[src/ooo_pkg.sv]
// out-of-order machine sizes
// result tag width, default station depth, dispatch FSM states
package ooo_pkg;

    // tag carried by each result, set by the outside world
    parameter int TAG_W = 4;

    // station depth when the top level is not overridden
    parameter int RS_SIZE_DEF = 4;

    // dispatch handshake FSM
    typedef enum logic {
        DISP_IDLE = 1'b0, // waiting for req and a free entry
        DISP_ACK  = 1'b1  // entry written, ack held until req drops
    } disp_state_e;

endpackage

[src/isa_pkg.sv]
// ISA definitions for the issue slice
// ALU operation encoding and datapath width
package isa_pkg;

    ////////////////////////////////////////
    // datapath
    ////////////////////////////////////////

    parameter int XLEN = 32; // operand and result width

    ////////////////////////////////////////
    // alu operations
    ////////////////////////////////////////

    // 3 bit opcode, one per alu function
    typedef enum logic [2:0] {
        ALU_ADD = 3'd0, // opa + opb
        ALU_SUB = 3'd1, // opa - opb
        ALU_AND = 3'd2,
        ALU_OR  = 3'd3,
        ALU_XOR = 3'd4,
        ALU_SLL = 3'd5, // shift by opb[4:0]
        ALU_SRL = 3'd6  // logical, zero fill
    } alu_func_e;

endpackage
[src/ooo_issue_top.sv]
// out-of-order issue slice, top level
// dispatch -> reservation station -> issue select -> alu,
// with the alu result broadcast fed back to the station
`timescale 1ns/1ps

module ooo_issue_top #(
    parameter int RS_SIZE = ooo_pkg::RS_SIZE_DEF
) (
    input  logic                          clock,
    input  logic                          rst,
    // instruction channel
    input  logic                          in_req,
    output logic                          in_ack,
    input  isa_pkg::alu_func_e            in_func,
    input  logic [ooo_pkg::TAG_W-1:0]     in_dst_tag,
    input  logic [isa_pkg::XLEN-1:0]      in_opa,
    input  logic                          in_opa_is_tag,
    input  logic [isa_pkg::XLEN-1:0]      in_opb,
    input  logic                          in_opb_is_tag,
    // result channel
    output logic                          res_req,
    input  logic                          res_ack,
    output logic [ooo_pkg::TAG_W-1:0]     res_tag,
    output logic [isa_pkg::XLEN-1:0]      res_value
);
    import isa_pkg::*;
    import ooo_pkg::*;

    // dispatch to station
    logic                         alloc_en;
    logic [$clog2(RS_SIZE)-1:0]   alloc_idx;
    alu_func_e                    alloc_func;
    logic [TAG_W-1:0]             alloc_dst_tag;
    logic [XLEN-1:0]              alloc_opa;
    logic                         alloc_opa_wait;
    logic [XLEN-1:0]              alloc_opb;
    logic                         alloc_opb_wait;
    logic [RS_SIZE-1:0]           rs_busy;
    // station to issue
    logic [RS_SIZE-1:0]           rs_ready;
    logic [RS_SIZE-1:0][XLEN-1:0] rs_opa;
    logic [RS_SIZE-1:0][XLEN-1:0] rs_opb;
    alu_func_e [RS_SIZE-1:0]      rs_func;
    logic [RS_SIZE-1:0][TAG_W-1:0] rs_dst_tag;
    logic [RS_SIZE-1:0]           rs_issue_enable;
    // issue to alu
    logic                         fu_ready;
    logic                         issue_valid;
    alu_func_e                    iss_func;
    logic [XLEN-1:0]              iss_opa;
    logic [XLEN-1:0]              iss_opb;
    logic [TAG_W-1:0]             iss_tag;
    // broadcast
    logic                         wb_valid;
    logic [TAG_W-1:0]             wb_tag;
    logic [XLEN-1:0]              wb_value;

    dispatch_unit #(.RS_SIZE(RS_SIZE)) dispatch_unit_inst (
        .clock, .rst, .in_req, .in_ack, .in_func, .in_dst_tag,
        .in_opa, .in_opa_is_tag, .in_opb, .in_opb_is_tag,
        .rs_busy, .alloc_en, .alloc_idx, .alloc_func, .alloc_dst_tag,
        .alloc_opa, .alloc_opa_wait, .alloc_opb, .alloc_opb_wait
    );

    res_station #(.RS_SIZE(RS_SIZE)) res_station_inst (
        .clock, .rst, .alloc_en, .alloc_idx, .alloc_func, .alloc_dst_tag,
        .alloc_opa, .alloc_opa_wait, .alloc_opb, .alloc_opb_wait,
        .wb_valid, .wb_tag, .wb_value, .rs_issue_enable,
        .rs_busy, .rs_ready, .rs_opa, .rs_opb, .rs_func, .rs_dst_tag
    );

    stage_is #(.RS_SIZE(RS_SIZE)) stage_is_inst (
        .rs_ready, .rs_opa, .rs_opb, .rs_func, .rs_dst_tag, .fu_ready,
        .issue_valid, .iss_func, .iss_opa, .iss_opb, .iss_tag, .rs_issue_enable
    );

    alu_fu alu_fu_inst (
        .clock, .rst, .issue_valid, .iss_func, .iss_opa, .iss_opb, .iss_tag,
        .fu_ready, .wb_valid, .wb_tag, .wb_value,
        .res_req, .res_ack, .res_tag, .res_value
    );

endmodule

[src/alu_fu.sv]
// alu functional unit
// one-cycle integer alu; registers result and tag, broadcasts them
// back to the station and offers them on a four-phase output channel
`timescale 1ns/1ps

module alu_fu (
    input  logic                          clock,
    input  logic                          rst,
    // from issue
    input  logic                          issue_valid,
    input  isa_pkg::alu_func_e            iss_func,
    input  logic [isa_pkg::XLEN-1:0]      iss_opa,
    input  logic [isa_pkg::XLEN-1:0]      iss_opb,
    input  logic [ooo_pkg::TAG_W-1:0]     iss_tag,
    output logic                          fu_ready,
    // broadcast to the station
    output logic                          wb_valid,
    output logic [ooo_pkg::TAG_W-1:0]     wb_tag,
    output logic [isa_pkg::XLEN-1:0]      wb_value,
    // result channel
    output logic                          res_req,
    input  logic                          res_ack,
    output logic [ooo_pkg::TAG_W-1:0]     res_tag,
    output logic [isa_pkg::XLEN-1:0]      res_value
);
    import isa_pkg::*;
    import ooo_pkg::*;

    // output handshake phases
    typedef enum logic [1:0] {
        FU_IDLE, // free for the next instruction
        FU_REQ,  // req high, waiting for ack
        FU_DROP  // req low, waiting for ack to fall
    } fu_state_e;

    fu_state_e        state;
    logic             take;     // instruction accepted this cycle
    logic [XLEN-1:0]  result;
    logic [XLEN-1:0]  value_q;
    logic [TAG_W-1:0] tag_q;

    assign fu_ready = (state == FU_IDLE);
    assign take     = issue_valid && fu_ready;

    always_comb begin
        case (iss_func)
            ALU_ADD: result = iss_opa + iss_opb;
            ALU_SUB: result = iss_opa - iss_opb;
            ALU_AND: result = iss_opa & iss_opb;
            ALU_OR:  result = iss_opa | iss_opb;
            ALU_XOR: result = iss_opa ^ iss_opb;
            ALU_SLL: result = iss_opa << iss_opb[4:0];
            ALU_SRL: result = iss_opa >> iss_opb[4:0];
            default: result = {XLEN{1'b0}};
        endcase
    end

    always_ff @(posedge clock) begin
        if (rst) begin
            state    <= FU_IDLE;
            wb_valid <= 1'b0;
        end else begin
            wb_valid <= take; // single cycle pulse
            case (state)
                FU_IDLE: if (take)     state <= FU_REQ;
                FU_REQ:  if (res_ack)  state <= FU_DROP;
                FU_DROP: if (!res_ack) state <= FU_IDLE; // handshake done
                default: state <= FU_IDLE;
            endcase
        end
    end

    // result and tag held until the next instruction
    always_ff @(posedge clock) begin
        if (take) begin
            value_q <= result;
            tag_q   <= iss_tag;
        end
    end

    assign res_req   = (state == FU_REQ);
    assign res_tag   = tag_q;
    assign res_value = value_q;
    assign wb_tag    = tag_q;
    assign wb_value  = value_q;

    // req only drops after the sink has acknowledged
    assert property (@(posedge clock) disable iff (rst)
        $fell(res_req) |-> $past(res_ack));

endmodule

[src/stage_is.sv]
// issue stage
// picks the lowest-index ready station entry while the alu is free
// and hands it over; drives a zero packet otherwise
`timescale 1ns/1ps

module stage_is #(
    parameter int RS_SIZE = ooo_pkg::RS_SIZE_DEF
) (
    // station side
    input  logic [RS_SIZE-1:0]                        rs_ready,
    input  logic [RS_SIZE-1:0][isa_pkg::XLEN-1:0]     rs_opa,
    input  logic [RS_SIZE-1:0][isa_pkg::XLEN-1:0]     rs_opb,
    input  isa_pkg::alu_func_e [RS_SIZE-1:0]          rs_func,
    input  logic [RS_SIZE-1:0][ooo_pkg::TAG_W-1:0]    rs_dst_tag,
    // alu side
    input  logic                                      fu_ready,
    output logic                                      issue_valid,
    output isa_pkg::alu_func_e                        iss_func,
    output logic [isa_pkg::XLEN-1:0]                  iss_opa,
    output logic [isa_pkg::XLEN-1:0]                  iss_opb,
    output logic [ooo_pkg::TAG_W-1:0]                 iss_tag,
    // entry to free, one-hot
    output logic [RS_SIZE-1:0]                        rs_issue_enable
);
    import isa_pkg::*;
    import ooo_pkg::*;

    always_comb begin
        // idle packet
        issue_valid     = 1'b0;
        iss_func        = ALU_ADD;
        iss_opa         = {XLEN{1'b0}};
        iss_opb         = {XLEN{1'b0}};
        iss_tag         = {TAG_W{1'b0}};
        rs_issue_enable = '0;

        if (fu_ready) begin
            for (int i = 0; i < RS_SIZE; i++) begin
                if (!issue_valid && rs_ready[i]) begin // first ready wins
                    issue_valid        = 1'b1;
                    iss_func           = rs_func[i];
                    iss_opa            = rs_opa[i];
                    iss_opb            = rs_opb[i];
                    iss_tag            = rs_dst_tag[i];
                    rs_issue_enable[i] = 1'b1;
                end
            end
        end
    end

endmodule

[src/res_station.sv]
// reservation station
// holds up to RS_SIZE instructions, captures missing operands from
// the alu result broadcast and flags entries whose operands are all there
`timescale 1ns/1ps

module res_station #(
    parameter int RS_SIZE = ooo_pkg::RS_SIZE_DEF
) (
    input  logic                                      clock,
    input  logic                                      rst,
    // allocation from dispatch
    input  logic                                      alloc_en,
    input  logic [$clog2(RS_SIZE)-1:0]                alloc_idx,
    input  isa_pkg::alu_func_e                        alloc_func,
    input  logic [ooo_pkg::TAG_W-1:0]                 alloc_dst_tag,
    input  logic [isa_pkg::XLEN-1:0]                  alloc_opa,
    input  logic                                      alloc_opa_wait,
    input  logic [isa_pkg::XLEN-1:0]                  alloc_opb,
    input  logic                                      alloc_opb_wait,
    // result broadcast
    input  logic                                      wb_valid,
    input  logic [ooo_pkg::TAG_W-1:0]                 wb_tag,
    input  logic [isa_pkg::XLEN-1:0]                  wb_value,
    // issue side
    input  logic [RS_SIZE-1:0]                        rs_issue_enable,
    output logic [RS_SIZE-1:0]                        rs_busy,
    output logic [RS_SIZE-1:0]                        rs_ready,
    output logic [RS_SIZE-1:0][isa_pkg::XLEN-1:0]     rs_opa,
    output logic [RS_SIZE-1:0][isa_pkg::XLEN-1:0]     rs_opb,
    output isa_pkg::alu_func_e [RS_SIZE-1:0]          rs_func,
    output logic [RS_SIZE-1:0][ooo_pkg::TAG_W-1:0]    rs_dst_tag
);
    import ooo_pkg::*;

    localparam int IDX_W = $clog2(RS_SIZE);

    logic [RS_SIZE-1:0] opa_wait;  // opa still holds a producer tag
    logic [RS_SIZE-1:0] opb_wait;
    logic [RS_SIZE-1:0] hit_a;     // broadcast matches a stored tag
    logic [RS_SIZE-1:0] hit_b;
    logic [RS_SIZE-1:0] wr_sel;    // entry written by dispatch this cycle
    logic               new_hit_a; // broadcast matches the incoming operand
    logic               new_hit_b;

    always_comb begin
        for (int i = 0; i < RS_SIZE; i++) begin
            hit_a[i]  = wb_valid && opa_wait[i] && (rs_opa[i][TAG_W-1:0] == wb_tag);
            hit_b[i]  = wb_valid && opb_wait[i] && (rs_opb[i][TAG_W-1:0] == wb_tag);
            wr_sel[i] = alloc_en && (alloc_idx == IDX_W'(i));
        end
    end

    // same-cycle capture so a consumer never misses its producer
    assign new_hit_a = wb_valid && alloc_opa_wait && (alloc_opa[TAG_W-1:0] == wb_tag);
    assign new_hit_b = wb_valid && alloc_opb_wait && (alloc_opb[TAG_W-1:0] == wb_tag);

    assign rs_ready = rs_busy & ~opa_wait & ~opb_wait;

    ////////////////////////////////////////
    // control, busy and wait flags
    ////////////////////////////////////////

    always_ff @(posedge clock) begin
        if (rst) begin
            rs_busy  <= '0;
            opa_wait <= '0;
            opb_wait <= '0;
        end else begin
            for (int i = 0; i < RS_SIZE; i++) begin
                if (wr_sel[i]) begin
                    rs_busy[i]  <= 1'b1;
                    opa_wait[i] <= alloc_opa_wait && !new_hit_a;
                    opb_wait[i] <= alloc_opb_wait && !new_hit_b;
                end else begin
                    if (rs_issue_enable[i]) rs_busy[i]  <= 1'b0; // freed on issue
                    if (hit_a[i])           opa_wait[i] <= 1'b0; // wakeup
                    if (hit_b[i])           opb_wait[i] <= 1'b0;
                end
            end
        end
    end

    ////////////////////////////////////////
    // payload
    ////////////////////////////////////////

    always_ff @(posedge clock) begin
        for (int i = 0; i < RS_SIZE; i++) begin
            if (wr_sel[i]) begin
                rs_func[i]    <= alloc_func;
                rs_dst_tag[i] <= alloc_dst_tag;
                rs_opa[i]     <= new_hit_a ? wb_value : alloc_opa;
                rs_opb[i]     <= new_hit_b ? wb_value : alloc_opb;
            end else begin
                if (hit_a[i]) rs_opa[i] <= wb_value;
                if (hit_b[i]) rs_opb[i] <= wb_value;
            end
        end
    end

    // issue stage picks at most one entry, and only one with all operands
    assert property (@(posedge clock) disable iff (rst)
        $onehot0(rs_issue_enable) && ((rs_issue_enable & ~rs_ready) == '0));

endmodule

[src/dispatch_unit.sv]
// dispatch unit
// takes instructions over a four-phase req/ack channel and writes
// each one into the lowest free reservation station entry;
// ack is withheld while the station is full
`timescale 1ns/1ps

module dispatch_unit #(
    parameter int RS_SIZE = ooo_pkg::RS_SIZE_DEF
) (
    input  logic                          clock,
    input  logic                          rst,
    // external channel
    input  logic                          in_req,
    output logic                          in_ack,
    input  isa_pkg::alu_func_e            in_func,
    input  logic [ooo_pkg::TAG_W-1:0]     in_dst_tag,
    input  logic [isa_pkg::XLEN-1:0]      in_opa,
    input  logic                          in_opa_is_tag,
    input  logic [isa_pkg::XLEN-1:0]      in_opb,
    input  logic                          in_opb_is_tag,
    // station side
    input  logic [RS_SIZE-1:0]            rs_busy,
    output logic                          alloc_en,
    output logic [$clog2(RS_SIZE)-1:0]    alloc_idx,
    output isa_pkg::alu_func_e            alloc_func,
    output logic [ooo_pkg::TAG_W-1:0]     alloc_dst_tag,
    output logic [isa_pkg::XLEN-1:0]      alloc_opa,
    output logic                          alloc_opa_wait,
    output logic [isa_pkg::XLEN-1:0]      alloc_opb,
    output logic                          alloc_opb_wait
);
    import ooo_pkg::*;

    localparam int IDX_W = $clog2(RS_SIZE);

    disp_state_e      state;
    logic             req_q;      // in_req seen on the previous edge
    logic             free_found;
    logic [IDX_W-1:0] free_idx;

    // lowest free entry wins
    always_comb begin
        free_found = 1'b0;
        free_idx   = '0;
        for (int i = 0; i < RS_SIZE; i++) begin
            if (!free_found && !rs_busy[i]) begin
                free_found = 1'b1;
                free_idx   = IDX_W'(i);
            end
        end
    end

    // write one edge after req is sampled while the source holds the fields
    assign alloc_en       = (state == DISP_IDLE) && req_q && in_req && free_found;
    assign alloc_idx      = free_idx;
    assign alloc_func     = in_func;
    assign alloc_dst_tag  = in_dst_tag;
    assign alloc_opa      = in_opa;     // low TAG_W bits name the producer if waiting
    assign alloc_opa_wait = in_opa_is_tag;
    assign alloc_opb      = in_opb;
    assign alloc_opb_wait = in_opb_is_tag;
    assign in_ack         = (state == DISP_ACK); // rises with the entry write

    always_ff @(posedge clock) begin
        if (rst) begin
            state <= DISP_IDLE;
            req_q <= 1'b0;
        end else begin
            req_q <= in_req;
            case (state)
                DISP_IDLE: if (alloc_en) state <= DISP_ACK; // full station stalls here
                DISP_ACK:  if (!in_req)  state <= DISP_IDLE; // ack drops after req
                default:   state <= DISP_IDLE;
            endcase
        end
    end

    // never overwrite a live station entry
    assert property (@(posedge clock) disable iff (rst)
        alloc_en |-> !rs_busy[alloc_idx]);

endmodule

[config.mk]
export PLATFORM = sky130hd
export DESIGN_NAME = ooo_issue_top
export DESIGN_NICKNAME = d
export VERILOG_FILES = /design/src/ooo_pkg.sv /design/src/isa_pkg.sv /design/src/ooo_issue_top.sv /design/src/alu_fu.sv /design/src/stage_is.sv /design/src/res_station.sv /design/src/dispatch_unit.sv
export SDC_FILE = /design/constraint.sdc
export NUM_CORES = 1
export LEC_CHECK = 0
export BUFFER_PORTS_ARGS = -buffer_cell sky130_fd_sc_hd__buf_2
export CAP_MARGIN = 20
export CORE_ASPECT_RATIO = 0.9
export CORE_MARGIN = 2
export CORE_UTILIZATION = 50
export CTS_CLUSTER_DIAMETER = 80
export CTS_CLUSTER_SIZE = 8
export DETAILED_ROUTE_END_ITERATION = 12
export MAX_ROUTING_LAYER = met4
export PLACE_DENSITY = 0.76
export SLEW_MARGIN = 20
export SYNTH_ARGS = -nofsm -noshare
export SYNTH_HDL_FRONTEND = slang
export SYNTH_SLANG_ARGS = --single-unit
[constraint.sdc]
create_clock -name clock -period 8 [get_ports clock]
set_clock_uncertainty 0.05 [all_clocks]
set_input_delay 0.4 -clock clock [delete_from_list [all_inputs] [get_ports clock]]
set_output_delay 0.4 -clock clock [all_outputs]
set_load 0.05 [all_outputs]
=== Word level (Yosys, flattened, before mapping) ===
Index checks and enable logic that the tools add are counted.
Widths: inputs -> output; s select.

* Flip-flop bits (word level): 337
* Input port bits: 77
* Word-level logic and storage cells: 220
* Output and inout port bits: 38

* Reduce and logical (&&, ||, !) cells: 62
* Equality and inequality tests: 24
* Mux-type cells: 88
* Shift operators: 2
* Bitwise logic cells: 8
* Add/sub/neg operators: 2

{| class="wikitable"
|+ Operators by type and width
! operator !! number
|-
| $mux 32 || 28
|-
| $pmux 32 s7 || 1
|-
| $mux 1 || 42
|-
| $eq 4x4->1 || 10
|-
| $logic_and 1x1->1 || 36
|-
| $add 32x32->32 || 1
|-
| $and 32x32->32 || 1
|-
| $or 32x32->32 || 1
|-
| $shl 32x5->32 || 1
|-
| $shr 32x5->32 || 1
|-
| $sub 32x32->32 || 1
|-
| $xor 32x32->32 || 1
|-
| $reduce_bool 2->1 || 12
|-
| $mux 4 || 5
|-
| $mux 3 || 5
|-
| $logic_not 1->1 || 10
|-
| $mux 2 || 5
|-
| $eq 3x3->1 const B || 3
|-
| $and 4x4->4 || 2
|-
| $not 4->4 || 2
|-
| $eq 2x2->1 const B || 3
|-
| $eq 3x2->1 const B || 2
|-
| $pmux 2 s3 || 1
|-
| $eq 2x1->1 const B || 2
|-
| 8 further kinds || 10
|}

=== Depth between registers and ports, before layout ===
* Depth after elaboration: 20
* Depth in mapped cells: 24

=== Hierarchy ===
From an unflattened synthesis, not the netlist that was laid out.

* Cells, all modules: 2174
* Area, all modules: 24603.6 um^2

{| class="wikitable"
|+ By module, submodules not included
! module !! seq. area each (um^2) !! area each (um^2) !! times used !! cells each
|-
| res_station || 8768.4 || 12767.2 || 1 || 709
|-
| alu_fu || 1141.1 || 8996.1 || 1 || 1110
|-
| stage_is || 0.0 || 2189.6 || 1 || 271
|-
| dispatch_unit || 40.0 || 650.6 || 1 || 84
|}

=== Worst setup path after synthesis ===
OpenSTA, ideal clock, no wires.

* Path type: reg2reg
* Start point: reg res_station_inst.rs_busy[3]
* End point: reg alu_fu_inst.value_q[28], in the netlist alu_fu_inst.res_value[28] (data pin)
* Period minus slack after synthesis: 5.558 ns
* Path buffers: 5
* Path slack: 2.442 ns
* Cell stages (with the launch flop): 24
* Arrival: 5.236 ns
* Path through: dfxtp_1 -> nor3b_1 -> nand4_2 -> nor2_1 -> buf_2 -> buf_6 -> buf_4 -> clkbuf_1 -> a21oi_1 -> nor2_1 -> clkbuf_1 -> nor2_1 -> xnor2_1 -> ha_1 -> o21a_1 -> o31a_1 -> o311ai_0 -> o2111ai_1 -> a31oi_1 -> o41ai_1 -> a31oi_1 -> xor2_1 -> nor2_1 -> or4_1

* Word-level cells in the longest chain between the ends: 7
* Elaborated cells between the ends (all ways): 24
* Classes of those cells: 2 x add/sub; 6 x eq/ne; 2 x shift; 7 x mux; 5 x bitwise; 2 x reduce/logical

{| class="wikitable"
|+ RTL lines
! element !! RTL line !! text
|-
| start: declaration || res_station.sv:26 || <nowiki>output logic [RS_SIZE-1:0] rs_busy,</nowiki>
|-
| start signal: assignment || res_station.sv:65 || <nowiki>rs_busy <= '0;</nowiki>
|-
| start signal: indexed assignment || res_station.sv:71 || <nowiki>rs_busy[i] <= 1'b1;</nowiki>
|-
| start signal: indexed assignment || res_station.sv:75 || <nowiki>if (rs_issue_enable[i]) rs_busy[i] <= 1'b0;</nowiki>
|-
| $and 4x4->4 * (2 in series) || res_station.sv:57 || <nowiki>assign rs_ready = rs_busy & ~opa_wait & ~opb_wait;</nowiki>
|-
| $logic_and 1x1->1 * || stage_is.sv:39 || <nowiki>if (!issue_valid && rs_ready[i]) begin</nowiki>
|-
| $mux 32 / $mux 3 (equally long branches) || stage_is.sv:39 ||
|-
| $mux 32 / $mux 3 (equally long branches) || stage_is.sv:37 || <nowiki>if (fu_ready) begin</nowiki>
|-
| $sub 32x32->32 (tied with other cells) || alu_fu.sv:48 || <nowiki>ALU_SUB: result = iss_opa - iss_opb;</nowiki>
|-
| $pmux 32 s7 * || alu_fu.sv:46 || <nowiki>case (iss_func)</nowiki>
|-
| named net alu_fu_inst.result[28] || alu_fu.sv:38 || <nowiki>logic [XLEN-1:0] result;</nowiki>
|-
| end signal: assignment || alu_fu.sv:76 || <nowiki>value_q <= result;</nowiki>
|-
| end: declaration || alu_fu.sv:39 || <nowiki>logic [XLEN-1:0] value_q;</nowiki>
|}

The timed path passes the listed nets; every way through them passes the cells marked *.
A chain may end at the register's enable or synchronous reset.

=== Worst setup path after layout ===
* Start point: reg res_station_inst.rs_busy[1]
* End point: reg alu_fu_inst.value_q[28], in the netlist alu_fu_inst.res_value[28] (data pin)

* Word-level cells in the longest chain between the ends: 15
* Elaborated cells between the ends (all ways): 38
* Classes of those cells: 2 x add/sub; 6 x eq/ne; 2 x shift; 17 x mux; 5 x bitwise; 6 x reduce/logical

{| class="wikitable"
|+ RTL lines
! element !! RTL line
|-
| $and 4x4->4 * (2 in series) || res_station.sv:57
|-
| $logic_and 1x1->1 * || stage_is.sv:39
|-
| $mux 1 || stage_is.sv:39
|-
| $mux 1 || stage_is.sv:37
|-
| $logic_not 1->1 || stage_is.sv:39
|-
| $logic_and 1x1->1 || stage_is.sv:39
|-
| $mux 1 || stage_is.sv:39
|-
| $mux 1 || stage_is.sv:37
|-
| $logic_not 1->1 || stage_is.sv:39
|-
| $logic_and 1x1->1 || stage_is.sv:39
|-
| $mux 32 / $mux 3 (equally long branches) || stage_is.sv:39
|-
| $mux 32 / $mux 3 (equally long branches) || stage_is.sv:37
|-
| $sub 32x32->32 (tied with other cells) || alu_fu.sv:48
|-
| $pmux 32 s7 * || alu_fu.sv:46
|-
| named net alu_fu_inst.result[28] || alu_fu.sv:38
|}

The timed path passes the listed nets; every way through them passes the cells marked *. The select of a mux whose other input is x is not followed.

==> results.json <==
{
  "outcome": "finished, final reports clean",
  "ys_seq_elements": 337,
  "gr-total-overflow": 0,
  "first_global_vias": 19700,
  "drtPass1Iterations": 8,
  "post-route-period-util_pct": 93.3,
  "crit_arrival_ps": 7720,
  "die-area_sq_um": 48900,
  "synth_edf_count": 320,
  "postCtsResizedCells": 0,
  "die_width_um": 233,
  "io_pins": 115,
  "grt-busiest-layer": "met2",
  "worst_pin_slew_ps": 1190,
  "gp_congestion": 1.02,
  "required_ps": 8260,
  "synth-async-reset-ratio_pct": 0,
  "grt_pass1_wl_um": 126000,
  "yosys_warnings": 0,
  "routedWlPerCell_um": 29.7,
  "report.final.slew_viol_count": 0,
  "cts_sinks": 337,
  "root_buffer": "clkbuf_16",
  "ir_drop_mv": 0.168,
  "final_common_cell": "edfxtp_1",
  "synth_area_per_cell_sq_um": 10.8,
  "hp-class": "input pin to flip-flop",
  "use_met2_pct": 52.1,
  "ys_seq_area_share_pct": 42.3,
  "max_freq_mhz": 134,
  "fin_crit_ps": 7460,
  "grt_antenna_before_repair": 1,
  "ys_types": 88,
  "gr-usage-met1_pct": 46.4,
  "setup_viol": 0,
  "drt-total-wl_um": 86100,
  "drtAntennaViolNets": 0,
  "synthCells": 2182,
  "avgViaCountPerCell": 7.06,
  "pwr-share-clk_pct": 34.6,
  "initial_utilization_pct": 50.6,
  "synth_ff_type": "edfxtp_1",
  "cts_setup_buffers": 0,
  "final_area_sq_um": 26400,
  "coreArea_sq_um": 46500,
  "placed_cell_area_sq_um": 25100,
  "endpoint_kind": "flip-flop",
  "synthesis.area_sq_um": 23500,
  "dp_hpwl_um": 59400,
  "swShare_pct": 31.9,
  "dp_cells": 2833,
  "layout.nets": 2442,
  "most-common-layout-cells": "edfxtp_1, mux2_2, mux2i_1, a21oi_1, buf_2",
  "synthToLayoutAreaGrowth_pct": 12.3,
  "net-switching-power_w": 0.00170,
  "cts_tree": "built",
  "drt_iter0_drc": 2857,
  "groute.usage.overall_pct": 35.7,
  "cts.clk_slew.worst_paths_ps": 50,
  "cts.path.max_buffers": 3,
  "die_h_um": 210,
  "cts_hold_buffers": 2,
  "htreeDepth": 2,
  "core.rowCount": 75,
  "drc": 0,
  "slew_headroom_pct": 20.5,
  "fill_cells": 3849,
  "drv_cap": 0,
  "critPathMaxFanout": 41,
  "power_density_nw_per_um2": 201,
  "use_met3_pct": 6.85,
  "power_frac_seq_pct": 38.9,
  "combPwrFrac_pct": 26.5,
  "grt_start_max_net_pins": 70,
  "p_int_w": 0.00362,
  "numCtsBuffers": 48,
  "hold_violations": 0,
  "startpoint_type": "flip-flop",
  "io_buffers": 114,
  "power_w": 0.00532,
  "crit_type": "flip-flop to flip-flop",
  "rsz0062_at_grt": "false",
  "vias": 20500,
  "syn-num-nets": 2355,
  "clk_latency_ps": 580,
  "fin_tns_setup_ps": 0,
  "drive_above_1_share_pct": 25.3,
  "leakage_nw": 10.1,
  "stdcell_count": 2899
}
cell type report:
type	instances	area (sq um)	area share (%)
Timing Repair Buffer	192	1270	4.81
Inverter	88	332	1.25
Tap cell	616	771	2.91
Sequential cell	337	9950	37.6
Clock inverter	3	58.8	0.222
Multi-Input combinational cell	1602	12800	48.5
Antenna cell	1	2.50	0.00946
Clock buffer	60	1250	4.71
power by group through the flow:
stage          Sequential, W  Clock [W]  Combinational, W
2_1_floorplan        0.00212          0          0.000897
3_3_place_gp         0.00210          0           0.00133
3_5_place_dp         0.00210          0           0.00135
4_1_cts              0.00207    0.00185           0.00136
5_1_grt              0.00207    0.00192           0.00149
6_report             0.00207    0.00184           0.00141
cell usage after synthesis (11+ instances only):
master / count / area share (%)
a21oi_1: 136 / 2.9
o21ai_0: 102 / 2.2
o22ai_1: 32 / 0.85
o41ai_1: 11 / 0.41
a22oi_1: 30 / 0.96
buf_1: 19 / 0.30
dfxtp_1: 17 / 1.4
buf_2: 36 / 0.77
nor2_1: 113 / 1.8
nor4bb_1: 18 / 0.77
a221oi_1: 35 / 1.3
edfxtp_1: 320 / 41
a211oi_1: 11 / 0.35
o211ai_1: 25 / 0.80
clkbuf_1: 93 / 1.5
and2_1: 11 / 0.29
a2bb2oi_1: 29 / 1.1
nor2b_1: 15 / 0.40
a31oi_1: 12 / 0.32
xor2_1: 38 / 1.4
mux2i_1: 143 / 6.1
o21ai_1: 22 / 0.47
inv_1: 77 / 1.2
a311oi_1: 20 / 0.74
nand3_1: 49 / 1.0
mux2_2: 267 / 13
o221ai_1: 15 / 0.56
nand2_1: 113 / 1.8
xnor2_1: 59 / 2.2
ha_1: 95 / 5.0
nor3_1: 30 / 0.64
or3_1: 12 / 0.32
cells by family (layout without fill, tap and decap cells):
logic type                 Yosys count  count (layout)  synth area share (%)
AOI/OAI and AO/OA                  582             582                  16.9
and+or+nand+nor                    412             412                  8.69
muxes                              415             415                  19.2
other                                0               1                     0
DFF                                337             337                  42.3
buffers and inverters              243             343                  4.21
adders and majority gates           96              96                  5.13
xor gates and xnor gates            97              97                  3.61
flip-flops by register name, indices dropped and copies added, names as in the netlist:
register,cells
alu_fu_inst.res_tag,4
res_station_inst.rs_func,12
res_station_inst.rs_dst_tag,16
alu_fu_inst.res_value,32
res_station_inst.rs_opa,128
alu_fu_inst.wb_valid,1
res_station_inst.opb_wait,4
alu_fu_inst.state,2
res_station_inst.rs_opb,128
res_station_inst.rs_busy,4
dispatch_unit_inst.in_ack,1
res_station_inst.opa_wait,4
dispatch_unit_inst.req_q,1
worst paths after layout:
kind / from / end / slack (ps) / cells after the start
setup / recovery: res_station_inst.rs_busy[1] / alu_fu_inst.res_value[28] / 540 / 21
hold reg to reg: res_station_inst.rs_busy[3] / res_station_inst.rs_busy[3] / 450 / 2
setup reg to reg: res_station_inst.rs_busy[1] / alu_fu_inst.res_value[28] / 540 / 21
hold / removal: in_dst_tag[0] / res_station_inst.rs_dst_tag[4] / 9 / 1
worst max-delay path: stages (launching register included):
cell and delay, ps:
dfxtp_1 580, or3b_4 830, nand4_2 660, nor3_1 460, a311o_1 450, and2_1 300, nand2_1 120, nor3_1 260
a41oi_1 180, xnor2_1 180, ha_1 400, nand3_1 120, nor2_1 190, o311ai_0 210, o2111ai_1 240, a31oi_1 150
buf_4 180, o41ai_1 640, a31oi_1 190, xor2_1 180, nor2_1 50, or4_1 540
metal layers:
metal | share of wire [%] | routed length [um]
met1 | 38 | 33100
met2 | 44 | 37500
met3 | 11 | 9510
met4 | 6.9 | 5970
met5 | 0 | 0
per-stage QoR:
stage / setup WS, ps / util [%] / hold slack, ps
after floorplan: 2440 / - / 397
after global placement: 1070 / 53.6 / 434
after detailed placement: 791 / 54.0 / 445
after CTS: 766 / 56.8 / 0.618
after global routing: 249 / 56.8 / 6.02
final: 537 / 56.8 / 9.09
Power figures use the tool's default switching activity.
